$ cat src/design/uart_pkg.sv
// shared definitions for the uart transmit subsystem
// bus request struct carried by both masters and the arbiter
// register map of the transmitter
// divider value after reset
`default_nettype none

package uart_pkg;

   // one register access, held stable by the master until ack
   typedef struct packed {
      logic [1:0]  addr;   // register index
      logic        sel;    // access strobe
      logic        we;     // 1 = write, 0 = read
      logic [31:0] wdata;  // write word
   } bus_req_t;

   // register map, one 32-bit word each
   localparam logic [1:0] REG_WAIT  = 2'd0;  // busy status, read only
   localparam logic [1:0] REG_DIV   = 2'd1;  // clocks per serial bit
   localparam logic [1:0] REG_DATA  = 2'd2;  // write starts a frame
   localparam logic [1:0] REG_RESET = 2'd3;  // write pulses soft reset

   // divider after hard or soft reset
   // one clock per bit, fastest line rate
   localparam logic [31:0] DIV_RESET = 32'd1;

endpackage

`default_nettype wire

$ cat src/design/bus_arbiter.sv
// fixed priority arbiter for the transmitter register port
// host wins whenever its sel is high, feeder gets idle cycles
// parked copy of the feeder request across host interruptions
`timescale 1ns/100ps
`default_nettype none

module bus_arbiter (
   input  wire               clk,
   input  wire               rstn_int,
   input  uart_pkg::bus_req_t host_req,
   input  uart_pkg::bus_req_t feed_req,
   output logic              host_ack,
   output logic              feed_ack,
   output uart_pkg::bus_req_t reg_req
);

   logic               feed_parked;  // feeder waiting behind host
   uart_pkg::bus_req_t feed_held;    // feeder request seen when parked
   uart_pkg::bus_req_t feed_fwd;     // feeder request as forwarded

   // acks are combinational, same cycle as the grant
   assign host_ack = host_req.sel;
   assign feed_ack = feed_req.sel & ~host_req.sel;  // only when host idle

   // set when the host takes the port from a requesting feeder,
   // cleared once the feeder finally gets its grant
   always_ff @(posedge clk or negedge rstn_int) begin
      if (!rstn_int) begin
         feed_parked <= 1'b0;
      end else if (feed_ack) begin
         feed_parked <= 1'b0;
      end else if (host_ack && feed_req.sel) begin
         feed_parked <= 1'b1;
      end
   end

   // capture on the first interrupted cycle only
   always_ff @(posedge clk) begin
      if (host_ack && feed_req.sel && !feed_parked) begin
         feed_held <= feed_req;
      end
   end

   // while parked, address/we/data come from the held copy
   always_comb begin
      feed_fwd = feed_req;
      if (feed_parked) begin
         feed_fwd.addr  = feed_held.addr;
         feed_fwd.we    = feed_held.we;
         feed_fwd.wdata = feed_held.wdata;
      end
   end

   // winner mux, sel low when nobody asks
   always_comb begin
      reg_req = '0;
      if (host_req.sel) begin
         reg_req = host_req;
      end else if (feed_req.sel) begin
         reg_req = feed_fwd;
      end
   end

endmodule

`default_nettype wire

$ cat src/design/uart_tx_regs.sv
// uart transmitter with its register port
// write decoder, read mux and soft reset
// divider register, bit timing counter and bit counter
// 10-bit shift register, start bit first, lsb first, stop bit last
`timescale 1ns/100ps
`default_nettype none

module uart_tx_regs #(
   parameter int DIV_W = 16  // divider and divider counter width
) (
   input  wire               clk,
   input  wire               rstn_int,
   input  uart_pkg::bus_req_t reg_req,
   output logic [31:0]       rdata,
   output logic              ser_tx
);

   logic             div_wr;     // write to DIV
   logic             dat_wr;     // write to DATA, starts a frame
   logic             rstn_soft;  // low during a RESET write
   logic             regs_rstn;  // hard and soft reset combined
   logic [DIV_W-1:0] div_q;      // clocks per bit
   logic [DIV_W-1:0] div_cnt;    // position inside the current bit
   logic [3:0]       bit_cnt;    // bits left in the frame
   logic [9:0]       shift_q;    // frame pattern, bit 0 on the line
   logic             busy;
   logic             bit_tick;   // last clock of the current bit

   // write decoder
   always_comb begin
      div_wr    = 1'b0;
      dat_wr    = 1'b0;
      rstn_soft = 1'b1;
      if (reg_req.sel && reg_req.we) begin
         case (reg_req.addr)
            uart_pkg::REG_DIV:   div_wr = 1'b1;
            uart_pkg::REG_DATA:  dat_wr = 1'b1;
            uart_pkg::REG_RESET: rstn_soft = 1'b0;  // held for the ack cycle
            default: ;                              // WAIT is read only
         endcase
      end
   end

   assign regs_rstn = rstn_int & rstn_soft;

   assign busy     = (bit_cnt != 4'd0);
   assign bit_tick = busy && (div_q != '0) && (div_cnt == div_q);  // div 0 stalls

   // read mux, DATA and RESET have no readable content
   always_comb begin
      case (reg_req.addr)
         uart_pkg::REG_WAIT: rdata = {31'd0, busy};
         uart_pkg::REG_DIV:  rdata = {{(32-DIV_W){1'b0}}, div_q};  // zero extended
         default:            rdata = '1;
      endcase
   end

   // divider register
   always_ff @(posedge clk or negedge regs_rstn) begin
      if (!regs_rstn) begin
         div_q <= uart_pkg::DIV_RESET[DIV_W-1:0];
      end else if (div_wr) begin
         div_q <= reg_req.wdata[DIV_W-1:0];
      end
   end

   // counts 1..div_q inside each bit, parked at 0 when idle
   always_ff @(posedge clk or negedge regs_rstn) begin
      if (!regs_rstn) begin
         div_cnt <= '0;
      end else if (dat_wr) begin
         div_cnt <= DIV_W'(1);      // first clock of the start bit
      end else if (bit_tick) begin
         div_cnt <= busy && (bit_cnt != 4'd1) ? DIV_W'(1) : '0;  // next bit or stop
      end else if (busy) begin
         div_cnt <= div_cnt + 1'b1;
      end
   end

   // bits remaining, WAIT reads this as nonzero
   always_ff @(posedge clk or negedge regs_rstn) begin
      if (!regs_rstn) begin
         bit_cnt <= 4'd0;
      end else if (dat_wr) begin
         bit_cnt <= 4'd10;          // start + 8 data + stop
      end else if (bit_tick) begin
         bit_cnt <= bit_cnt - 1'b1;
      end
   end

   // shift right, ones fill in behind the stop bit
   always_ff @(posedge clk or negedge regs_rstn) begin
      if (!regs_rstn) begin
         shift_q <= '1;             // idle line high
      end else if (dat_wr) begin
         shift_q <= {1'b1, reg_req.wdata[7:0], 1'b0};
      end else if (bit_tick) begin
         shift_q <= {1'b1, shift_q[9:1]};
      end
   end

   assign ser_tx = shift_q[0];

endmodule

`default_nettype wire

$ cat src/design/tx_byte_feeder.sv
// byte feeder, second bus master of the transmitter
// circular byte queue filled through push/push_data
// poll/write FSM: read WAIT until idle, then write DATA with the head
`timescale 1ns/100ps
`default_nettype none

module tx_byte_feeder #(
   parameter int QUEUE_DEPTH = 16  // power of two
) (
   input  wire                clk,
   input  wire                rstn_int,
   input  wire                push,
   input  wire  [7:0]         push_data,
   output logic               queue_full,
   output uart_pkg::bus_req_t feed_req,
   input  wire                feed_ack,
   input  wire  [31:0]        rdata
);

   localparam int AW = $clog2(QUEUE_DEPTH);  // queue index width

   typedef enum logic {
      ST_POLL,   // reading WAIT
      ST_WRITE   // writing the head byte to DATA
   } fsm_t;

   fsm_t        state;
   logic [7:0]  mem [QUEUE_DEPTH];  // queue storage
   logic [AW:0] wr_ptr;             // extra msb tells full from empty
   logic [AW:0] rd_ptr;
   logic        queue_empty;
   logic        push_ok;            // accepted push
   logic        pop;                // head consumed by a DATA write
   logic [7:0]  head_byte;

   assign queue_empty = (wr_ptr == rd_ptr);
   assign queue_full  = (wr_ptr[AW] != rd_ptr[AW]) &&
                        (wr_ptr[AW-1:0] == rd_ptr[AW-1:0]);
   assign push_ok     = push & ~queue_full;  // pushes while full are lost
   assign pop         = (state == ST_WRITE) & feed_ack;
   assign head_byte   = mem[rd_ptr[AW-1:0]];

   // queue storage
   always_ff @(posedge clk) begin
      if (push_ok) begin
         mem[wr_ptr[AW-1:0]] <= push_data;
      end
   end

   // pointers wrap naturally at the power of two
   always_ff @(posedge clk or negedge rstn_int) begin
      if (!rstn_int) begin
         wr_ptr <= '0;
         rd_ptr <= '0;
      end else begin
         if (push_ok) begin
            wr_ptr <= wr_ptr + 1'b1;
         end
         if (pop) begin
            rd_ptr <= rd_ptr + 1'b1;
         end
      end
   end

   // poll until the transmitter reports idle, then send one byte
   always_ff @(posedge clk or negedge rstn_int) begin
      if (!rstn_int) begin
         state <= ST_POLL;
      end else begin
         case (state)
            ST_POLL: begin
               if (feed_ack && (rdata == 32'd0)) begin
                  state <= ST_WRITE;  // line idle
               end
            end
            ST_WRITE: begin
               if (feed_ack) begin
                  state <= ST_POLL;   // byte handed over
               end
            end
            default: state <= ST_POLL;
         endcase
      end
   end

   // request stays stable until acked
   always_comb begin
      feed_req = '0;
      case (state)
         ST_POLL: begin
            feed_req.sel  = ~queue_empty;  // poll only with data waiting
            feed_req.addr = uart_pkg::REG_WAIT;
         end
         ST_WRITE: begin
            feed_req.sel   = 1'b1;         // queue never empty here
            feed_req.addr  = uart_pkg::REG_DATA;
            feed_req.we    = 1'b1;
            feed_req.wdata = {24'd0, head_byte};
         end
         default: ;
      endcase
   end

endmodule

`default_nettype wire

$ cat src/design/uart_subsys_top.sv
// uart transmit subsystem top level
// host and byte feeder share the register port via the arbiter
// read data fans out to both masters
`timescale 1ns/100ps
`default_nettype none

module uart_subsys_top #(
   parameter int DIV_W       = 16,  // divider width
   parameter int QUEUE_DEPTH = 16   // feeder queue depth, power of two
) (
   input  wire                clk,
   input  wire                rstn_int,
   input  uart_pkg::bus_req_t host_req,   // external master
   output logic               host_ack,
   output logic [31:0]        rdata,      // valid while an ack is high
   input  wire                push,       // one byte into the queue
   input  wire  [7:0]         push_data,
   output logic               queue_full,
   output logic               ser_tx      // serial line, idle high
);

   uart_pkg::bus_req_t feed_req;  // feeder to arbiter
   uart_pkg::bus_req_t reg_req;   // arbiter to transmitter
   logic               feed_ack;

   bus_arbiter u_arb (
      .clk      (clk),
      .rstn_int (rstn_int),
      .host_req (host_req),
      .feed_req (feed_req),
      .host_ack (host_ack),
      .feed_ack (feed_ack),
      .reg_req  (reg_req)
   );

   uart_tx_regs #(
      .DIV_W (DIV_W)
   ) u_tx (
      .clk      (clk),
      .rstn_int (rstn_int),
      .reg_req  (reg_req),
      .rdata    (rdata),
      .ser_tx   (ser_tx)
   );

   // internal master draining the byte queue
   tx_byte_feeder #(
      .QUEUE_DEPTH (QUEUE_DEPTH)
   ) u_feed (
      .clk        (clk),
      .rstn_int   (rstn_int),
      .push       (push),
      .push_data  (push_data),
      .queue_full (queue_full),
      .feed_req   (feed_req),
      .feed_ack   (feed_ack),
      .rdata      (rdata)     // shared read bus
   );

endmodule

`default_nettype wire

$ cat config.mk
export PLATFORM = sky130hd
export DESIGN_NAME = uart_subsys_top
export DESIGN_NICKNAME = d
export VERILOG_FILES = /design/src/design/uart_pkg.sv /design/src/design/bus_arbiter.sv /design/src/design/uart_tx_regs.sv /design/src/design/tx_byte_feeder.sv /design/src/design/uart_subsys_top.sv
export SDC_FILE = /design/constraint.sdc
export NUM_CORES = 1
export LEC_CHECK = 0
export BUFFER_PORTS_ARGS = -buffer_cell sky130_fd_sc_hd__buf_2
export CAP_MARGIN = 20
export CORE_MARGIN = 2
export CORE_UTILIZATION = 25
export CTS_CLUSTER_SIZE = 20
export DETAILED_ROUTE_END_ITERATION = 16
export GPL_TIMING_DRIVEN = 0
export PLACE_DENSITY = 0.36
export REMOVE_ABC_BUFFERS = 1
export SLEW_MARGIN = 15
export SYNTH_ARGS = -nofsm -noshare
export SYNTH_HDL_FRONTEND = slang
export SYNTH_SLANG_ARGS = --single-unit
$ cat constraint.sdc
create_clock -name clk -period 5.9 [get_ports clk]
set_clock_uncertainty 0.2 [all_clocks]
set_input_delay 0.59 -clock clk [delete_from_list [all_inputs] [get_ports clk]]
set_output_delay 0.59 -clock clk [all_outputs]
set_load 0.05 [all_outputs]
==> results.ini, run 1 <==
[yosys]
synth_area_leaders=edfxtp_1 46%, dfrtp_1 13%, mux2i_1 7.6%, nand2_1 3.1%, dfstp_2 3.0%
synth.distinct_cells=52
synth_top_area_share_pct=46.2
ys_ff_latch=194
syn_area_per_cell_um2=12.7
netlist_instances=700
synth_area_leader_cell=edfxtp_1
synth_flop_cell=edfxtp_1
netlist_area_um2=8900
seq_area_frac_synth_pct=62.4
synth-async-reset-ratio_pct=29.4
synth_edf_count=137
yosysWarnings=0

[sta]
max_slew_margin_pct=27.5
fmax_mhz=228
hold_viol_final=0
rsz0062_at_grt=no
post-route-min-period_ns=4.39
period_share_pct=74.4
setup_violations=0
worstMarginPinSlew_ns=1.08
report.final.slew_viol_count=0

[drt]
vias=5508
first_pass_iters=5
vias_per_cell=4.51
wl_mm=23.2
drcViolationCount=0
drt_iter0_drc=394
drt.antenna.violating_nets=0
routedWlPerCell_um=19.0

[power_and_ir_drop]
powerDensity_nw_per_um2=390
vdd_ir_drop_max_v=0.000228
leakagePower_nw=3.84
finalPower_w=0.00401

[layout]
seqCellArea_um2=5560
antenna_cells=0
syn_to_final_growth_pct=15.4
fill_cells=3567
final_nets=802
design_area_um2=10300
multi_input_area_um2=3000
drive_above_1_share_pct=17.4

[placed_design]
post-dp-hpwl_mm=16.1
place_congestion=0.829
placed_cell_area_um2=9630
io_buffers=65

[cts]
htree_levels=4
clkLatencyLatePin_ns=0.44
cts.path.max_buffers=2
cts_resized=0
cts_tree=done
root_buffer=clkbuf_16
clkTransAtPathRegs_ns=0.07
cts_inserted_buffers=17
clock-sinks=194
cts_hold_buf=1
post_cts_buffers=0

[die]
die_width_um=193
die_area_um2=37100
start_util_pct=25.2
row_count=69
coreArea_um2=35300
die_height_um=193
io_pins=82

[setup_path]
start_kind=flip-flop
crit_path_end_kind=output port
arrival_ns=3.60
path_class=flip-flop to output port
worstPathMaxFanout=38
cp_data_required_time_ns=5.11

[global_routing]
antenna_found_initial=0
grt_max_degree=39
grt_pass1_vias=5535
grt.total_usage_pct=13.0
grt_pass1_wl_mm=34.6
grt-ovfl-total=0

[run]
maxCapViolations=0

[min_path]
hp-class=primary input to flip-flop

[outcome]
status=complete, no violations

## routing by layer
layer  vias to the layer above  part of all wire (%)  GRT usage, %
met5                         -                     0             0
met4                         0                   1.1          3.41
met3                        16                   4.0          2.64
met2                       114                    46          20.4
met1                      2732                    49          18.2
li1                       2646                     -             -
## registers in the layout, indices dropped and copies added, names as in the netlist
name / flops
u_feed.state: 1
u_tx.div_cnt: 16
u_arb.feed_parked: 1
u_arb.feed_held: 9
u_feed.mem: 128
u_tx.shift_q: 9
u_feed.wr_ptr: 5
u_tx.bit_cnt: 4
u_tx.div_q: 16
u_feed.rd_ptr: 5
## cell families (layout without fill, tap and decap cells)
kind of cell             after synthesis  in the layout  synth area share (%)
AND/OR/NAND/NOR                      193            193                  10.3
AO/OA/AOI/OAI                        126            126                  9.87
adder cells (fa/ha/maj)                9              9                  1.27
buffers and inverters                 67            126                  4.16
multiplexers                          69             69                  7.77
XOR/XNOR                              42             42                  4.22
flip-flops                           194            194                  62.4
## final cells by class
class / instances / area share, %
clock buffers: 19 / 4.21
clock inverters: 13 / 1.71
inverters: 18 / 0.658
multi-input cells: 439 / 29.2
flip-flops and latches: 194 / 54.1
well taps: 461 / 5.61
repair buffers: 76 / 4.49
## worst max-delay path, stage by stage, from the launching register on
cell and delay, ns:
dfrtp_4 0.82, buf_16 0.32, xor2_1 0.15, nor4_4 0.53
a211oi_4 0.19, a21o_1 0.49, or2_2 0.43, buf_2 0.21
## path summary, 6_finish.rpt
kind | endpoint | slack (ns) | depth (start not counted) | startpoint
setup / recovery | rdata[0] | 1.51 | 7 | u_feed.rd_ptr[0]
hold / removal | u_tx.div_q[11] | 0.20 | 3 | host_req[11]
setup reg to reg | u_tx.shift_q[8] | 1.99 | 8 | u_feed.rd_ptr[0]
hold reg to reg | u_feed.wr_ptr[4] | 0.29 | 1 | u_feed.wr_ptr[4]
max in group asynchronous | u_tx.div_cnt[13] | 3.93 | 4 | rstn_int
min in group asynchronous | u_tx.div_cnt[5] | 0.23 | 3 | host_req[34]
## layout by cell type, fill, tap and decap left out, types with 3 or more instances in the layout
cell type | synthesis | final
a211oi_1 | 8 | 8
a21o_1 | 16 | 16
a21oi_1 | 13 | 13
a221o_1 | 7 | 7
a22oi_1 | 23 | 23
and3_1 | 3 | 3
and4_1 | 3 | 3
buf_2 | 8 | 65
buf_4 | 21 | 5
buf_6 | 4 | 3
bufinv_16 | 0 | 3
clkbuf_16 | 0 | 17
clkinvlp_4 | 0 | 3
dfrtp_1 | 47 | 46
dfstp_2 | 10 | 10
edfxtp_1 | 137 | 137
ha_1 | 9 | 9
inv_1 | 18 | 18
inv_6 | 0 | 3
mux2i_1 | 68 | 68
nand2_1 | 74 | 74
nand2b_1 | 3 | 3
nand3_1 | 15 | 15
nand4_1 | 10 | 10
nor2_1 | 44 | 43
nor2b_1 | 11 | 10
nor3_1 | 10 | 6
nor3_2 | 1 | 5
nor4_1 | 10 | 10
o2111ai_1 | 3 | 3
o21ai_0 | 37 | 37
o31a_1 | 7 | 7
xnor2_1 | 13 | 13
xor2_1 | 28 | 28
## Yosys cell counts, types with 8 or more instances
master,n
a211oi_1,8
a21o_1,16
a21oi_1,13
a22oi_1,23
buf_2,8
buf_4,21
clkbuf_1,15
dfrtp_1,47
dfstp_2,10
edfxtp_1,137
ha_1,9
inv_1,18
mux2i_1,68
nand2_1,74
nand3_1,15
nand4_1,10
nor2_1,44
nor2b_1,11
nor3_1,10
nor4_1,10
o21ai_0,37
xnor2_1,13
xor2_1,28
## per-stage QoR
stage                     std cells  util, %  setup TNS (ns)  hold slack, ns  setup slack, ns
after floorplan                 651        -          -97.75          0.0944            -3.64
after global placement         1177     26.9           -7.00           0.285           -0.474
after detailed placement       1184     27.3               0           0.286             1.90
after CTS                      1217     29.0               0           0.168             1.40
after global routing           1220     29.1               0           0.175             1.16
final                          1220     29.1               0           0.198             1.51
## where the power goes
group	switching, W	total [W]	internal (W)
Sequential	0.000193	0.00186	0.00167
Clock	0.000537	0.00121	0.000677
Combinational	0.000596	0.000932	0.000336
(Power assumes the default switching activity.)
==> run 2, diff against run 1 <==
--- a/config.mk
+++ b/config.mk
@@ -12,7 +12,7 @@
 export CTS_CLUSTER_SIZE = 20
 export DETAILED_ROUTE_END_ITERATION = 16
 export GPL_TIMING_DRIVEN = 0
-export PLACE_DENSITY = 0.36
+export PLACE_DENSITY = 0.38
 export REMOVE_ABC_BUFFERS = 1
 export SLEW_MARGIN = 15
 export SYNTH_ARGS = -nofsm -noshare
==> constraint.sdc (replaced) <==
create_clock -name clk -period 3.75 [get_ports clk]
set_clock_uncertainty 0.2 [all_clocks]
set_input_delay 0.375 -clock clk [delete_from_list [all_inputs] [get_ports clk]]
set_output_delay 0.375 -clock clk [all_outputs]
set_load 0.05 [all_outputs]
==> results.ini, run 2 (synthesis gave the netlist of run 1 again) <==
[setup_path]
r2r-end=u_feed.mem[14][6]  ; was u_tx.shift_q[8]
cp_slowest_cell=dfrtp_1  ; was dfrtp_4
rr_startpoint=u_feed.rd_ptr[0]  ; unchanged
critPathBufInv=1  ; was 2
arrival_ns=2.87  ; was 3.60 ns
crit_end=rdata[0]  ; unchanged
reg2reg_depth=5  ; was 8
rrSetupSlack_ns=0.51  ; was 1.99 ns
crit_path_end_kind=output port  ; unchanged
worstPathMaxFanout=32  ; was 38
crit_start=u_feed.wr_ptr[2]  ; was u_feed.rd_ptr[0]
start_kind=flip-flop  ; unchanged
crit_cells=6  ; was 7
crit_path_cell_trace=xor2_1 > nor4_4 > a211oi_4 > a21o_2 > or2_2 > buf_2  ; was buf_16 > xor2_1 > nor4_4 > a211oi_4 > a21o_1 > or2_2 > buf_2
cp_data_required_time_ns=3.17  ; was 5.11 ns
crit_family=simple AND/OR/NAND/NOR gates  ; unchanged
critPathMaxStageDelay_ns=0.53  ; was 0.82 ns
path_class=flip-flop to output port  ; unchanged

[sta]
report.final.slew_viol_count=0  ; unchanged
period_share_pct=92.0
hold_viol_final=0  ; unchanged
setup_ws_ns=0.302  ; was 1.51 ns
max_slew_margin_pct=25.3  ; was 27.5%
worstMarginPinSlew_ns=1.12  ; was 1.08 ns
rsz0062_at_grt=no  ; unchanged
setup_violations=0  ; unchanged
post-route-min-period_ns=3.45
fmax_mhz=290

[placed_design]
dp.cells=1182  ; was 1184
place_congestion=0.773  ; was 0.829
placed_cell_area_um2=9590  ; was 9630 um2
dp_slack_ns=0.150  ; was 1.90 ns
io_buffers=65  ; unchanged
post-dp-hpwl_mm=15.6  ; was 16.1 mm

[global_routing]
grt-ovfl-total=0  ; unchanged
antenna_found_initial=0  ; unchanged
grt_max_degree=51  ; was 39
grt_pass1_vias=5699  ; was 5535
grt_pass1_wl_mm=34.5  ; was 34.6 mm
grt.total_usage_pct=12.7  ; was 13.0%

[power_and_ir_drop]
powerDensity_nw_per_um2=594  ; was 390 nW/um2
leakagePower_nw=3.83  ; was 3.84 nW
vdd_ir_drop_max_v=0.000323  ; was 0.000228 V
finalPower_w=0.00610  ; was 0.00401 W

[cts]
clkTransAtPathRegs_ns=0.07  ; about the same
root_buffer=clkbuf_16  ; unchanged
cts_tree=done  ; unchanged
htree_levels=4  ; unchanged
clock-sinks=194  ; unchanged
clkLatencyLatePin_ns=0.45  ; was 0.44 ns
cts.path.max_buffers=2  ; unchanged
cts_inserted_buffers=17  ; unchanged

[die]
start_util_pct=25.2  ; unchanged
io_pins=82  ; unchanged
die_area_um2=37100  ; unchanged
die_height_um=193  ; unchanged
row_count=69  ; unchanged
coreArea_um2=35300  ; unchanged
die_width_um=193  ; unchanged

[run]
maxCapViolations=0  ; unchanged

[drt]
vias_per_cell=4.48  ; was 4.51
highest-signal-layer=met4  ; unchanged
wl_met1_mm=10.7  ; was 11.4 mm
routedWlPerCell_um=18.3  ; was 19.0 um
wl_met3_um=676  ; was 927 um
drt_iter0_drc=238  ; was 394
vias=5490  ; was 5508
drt.antenna.violating_nets=0  ; unchanged
wl_met2_mm=10.8  ; was 10.7 mm
drcViolationCount=0  ; unchanged
first_pass_iters=4  ; was 5
wl_mm=22.5  ; was 23.2 mm

[layout]
final_common_cell=edfxtp_1  ; unchanged
drive_above_1_share_pct=17.0  ; was 17.4%
final_nets=808  ; was 802
largest_reg_flops=128  ; unchanged
final_cell_mix=137 x edfxtp_1, 74 x nand2_1, 68 x mux2i_1  ; unchanged
utilization_pct=29.1  ; about the same
design_area_um2=10300  ; about the same
final_cells=1226  ; was 1220
antenna_cells=0  ; unchanged
syn_to_final_growth_pct=15.4  ; about the same

[outcome]
status=complete, no violations  ; unchanged

[min_path]
hp-class=primary input to flip-flop  ; unchanged

-- run 2: changes by cell type in the layout (fill, tap and decap cells not counted), moves of 3 or more --
cell | previous run | this run
clkinv_2 | 1 | 5
buf_4 | 5 | 1
buf_6 | 3 | 0
dlygate4sd3_1 | 1 | 11
bufinv_16 | 3 | 0
-- run 2: worst min path at each step --
stage                 startpoint           endpoint  slack (ns)  depth (start not counted)
floorplan               rstn_int  u_arb.feed_parked       -0.12                          0
global placement        rstn_int   u_feed.rd_ptr[4]        0.10                          1
detailed placement      rstn_int   u_feed.wr_ptr[4]        0.11                          1
CTS                 host_req[13]     u_tx.div_q[13]       0.004                          3
global route        host_req[13]     u_tx.div_q[13]        0.01                          3
finish              host_req[13]     u_tx.div_q[13]        0.02                          3
-- run 2: repair_timing --
item                                    CTS  global route
gates resized for setup                   1             1
endpoints found under the hold margin    32             0
cloned                                    0             0
hold buffers                             11             0
setup buffers                             0             0
pin swaps                                 0             1
endpoints found under the setup margin    1            12
-- run 2: final cells by class --
class                      instances  area (um2)
sequential                       194        5560
clock buffer                      18         429
clock inverter                    14         123
tap                              461         577
fill                            3590       25000
inverter                          18        67.6
multi-input combinational        439        3000
timing repair buffer              82         515
-- run 2: where the power goes --
| group | switching [W] | internal, W |
|---|---|---|
| sequential | 0.000281 | 0.00263 |
| combinational | 0.000937 | 0.000525 |
| clock | 0.000854 | 0.000869 |
| total | 0.00207 | 0.00403 |
-- run 2: through the flow --
step | hold WS [ns] | setup TNS (ns)
floorplan | -0.121 | -220.93
global placement | 0.104 | -365.27
detailed placement | 0.110 | 0
CTS | 0.00374 | 0
global route | 0.00969 | 0
finish | 0.0219 | 0
-- run 2: worst register-to-register path: stages, from the launching register on --
cell	delay, ns
dfrtp_4	0.71
xor2_1	0.30
nor4_4	0.10
a21boi_2	0.39
nand2_1	0.26
nor2_1	0.90
-- run 2: layer usage --
layer  track usage (%)  vias up
li1                  -     2665
met1              16.7     2718
met2              21.5       87
met3              2.40       20
met4              3.64        0
met5                 0        -
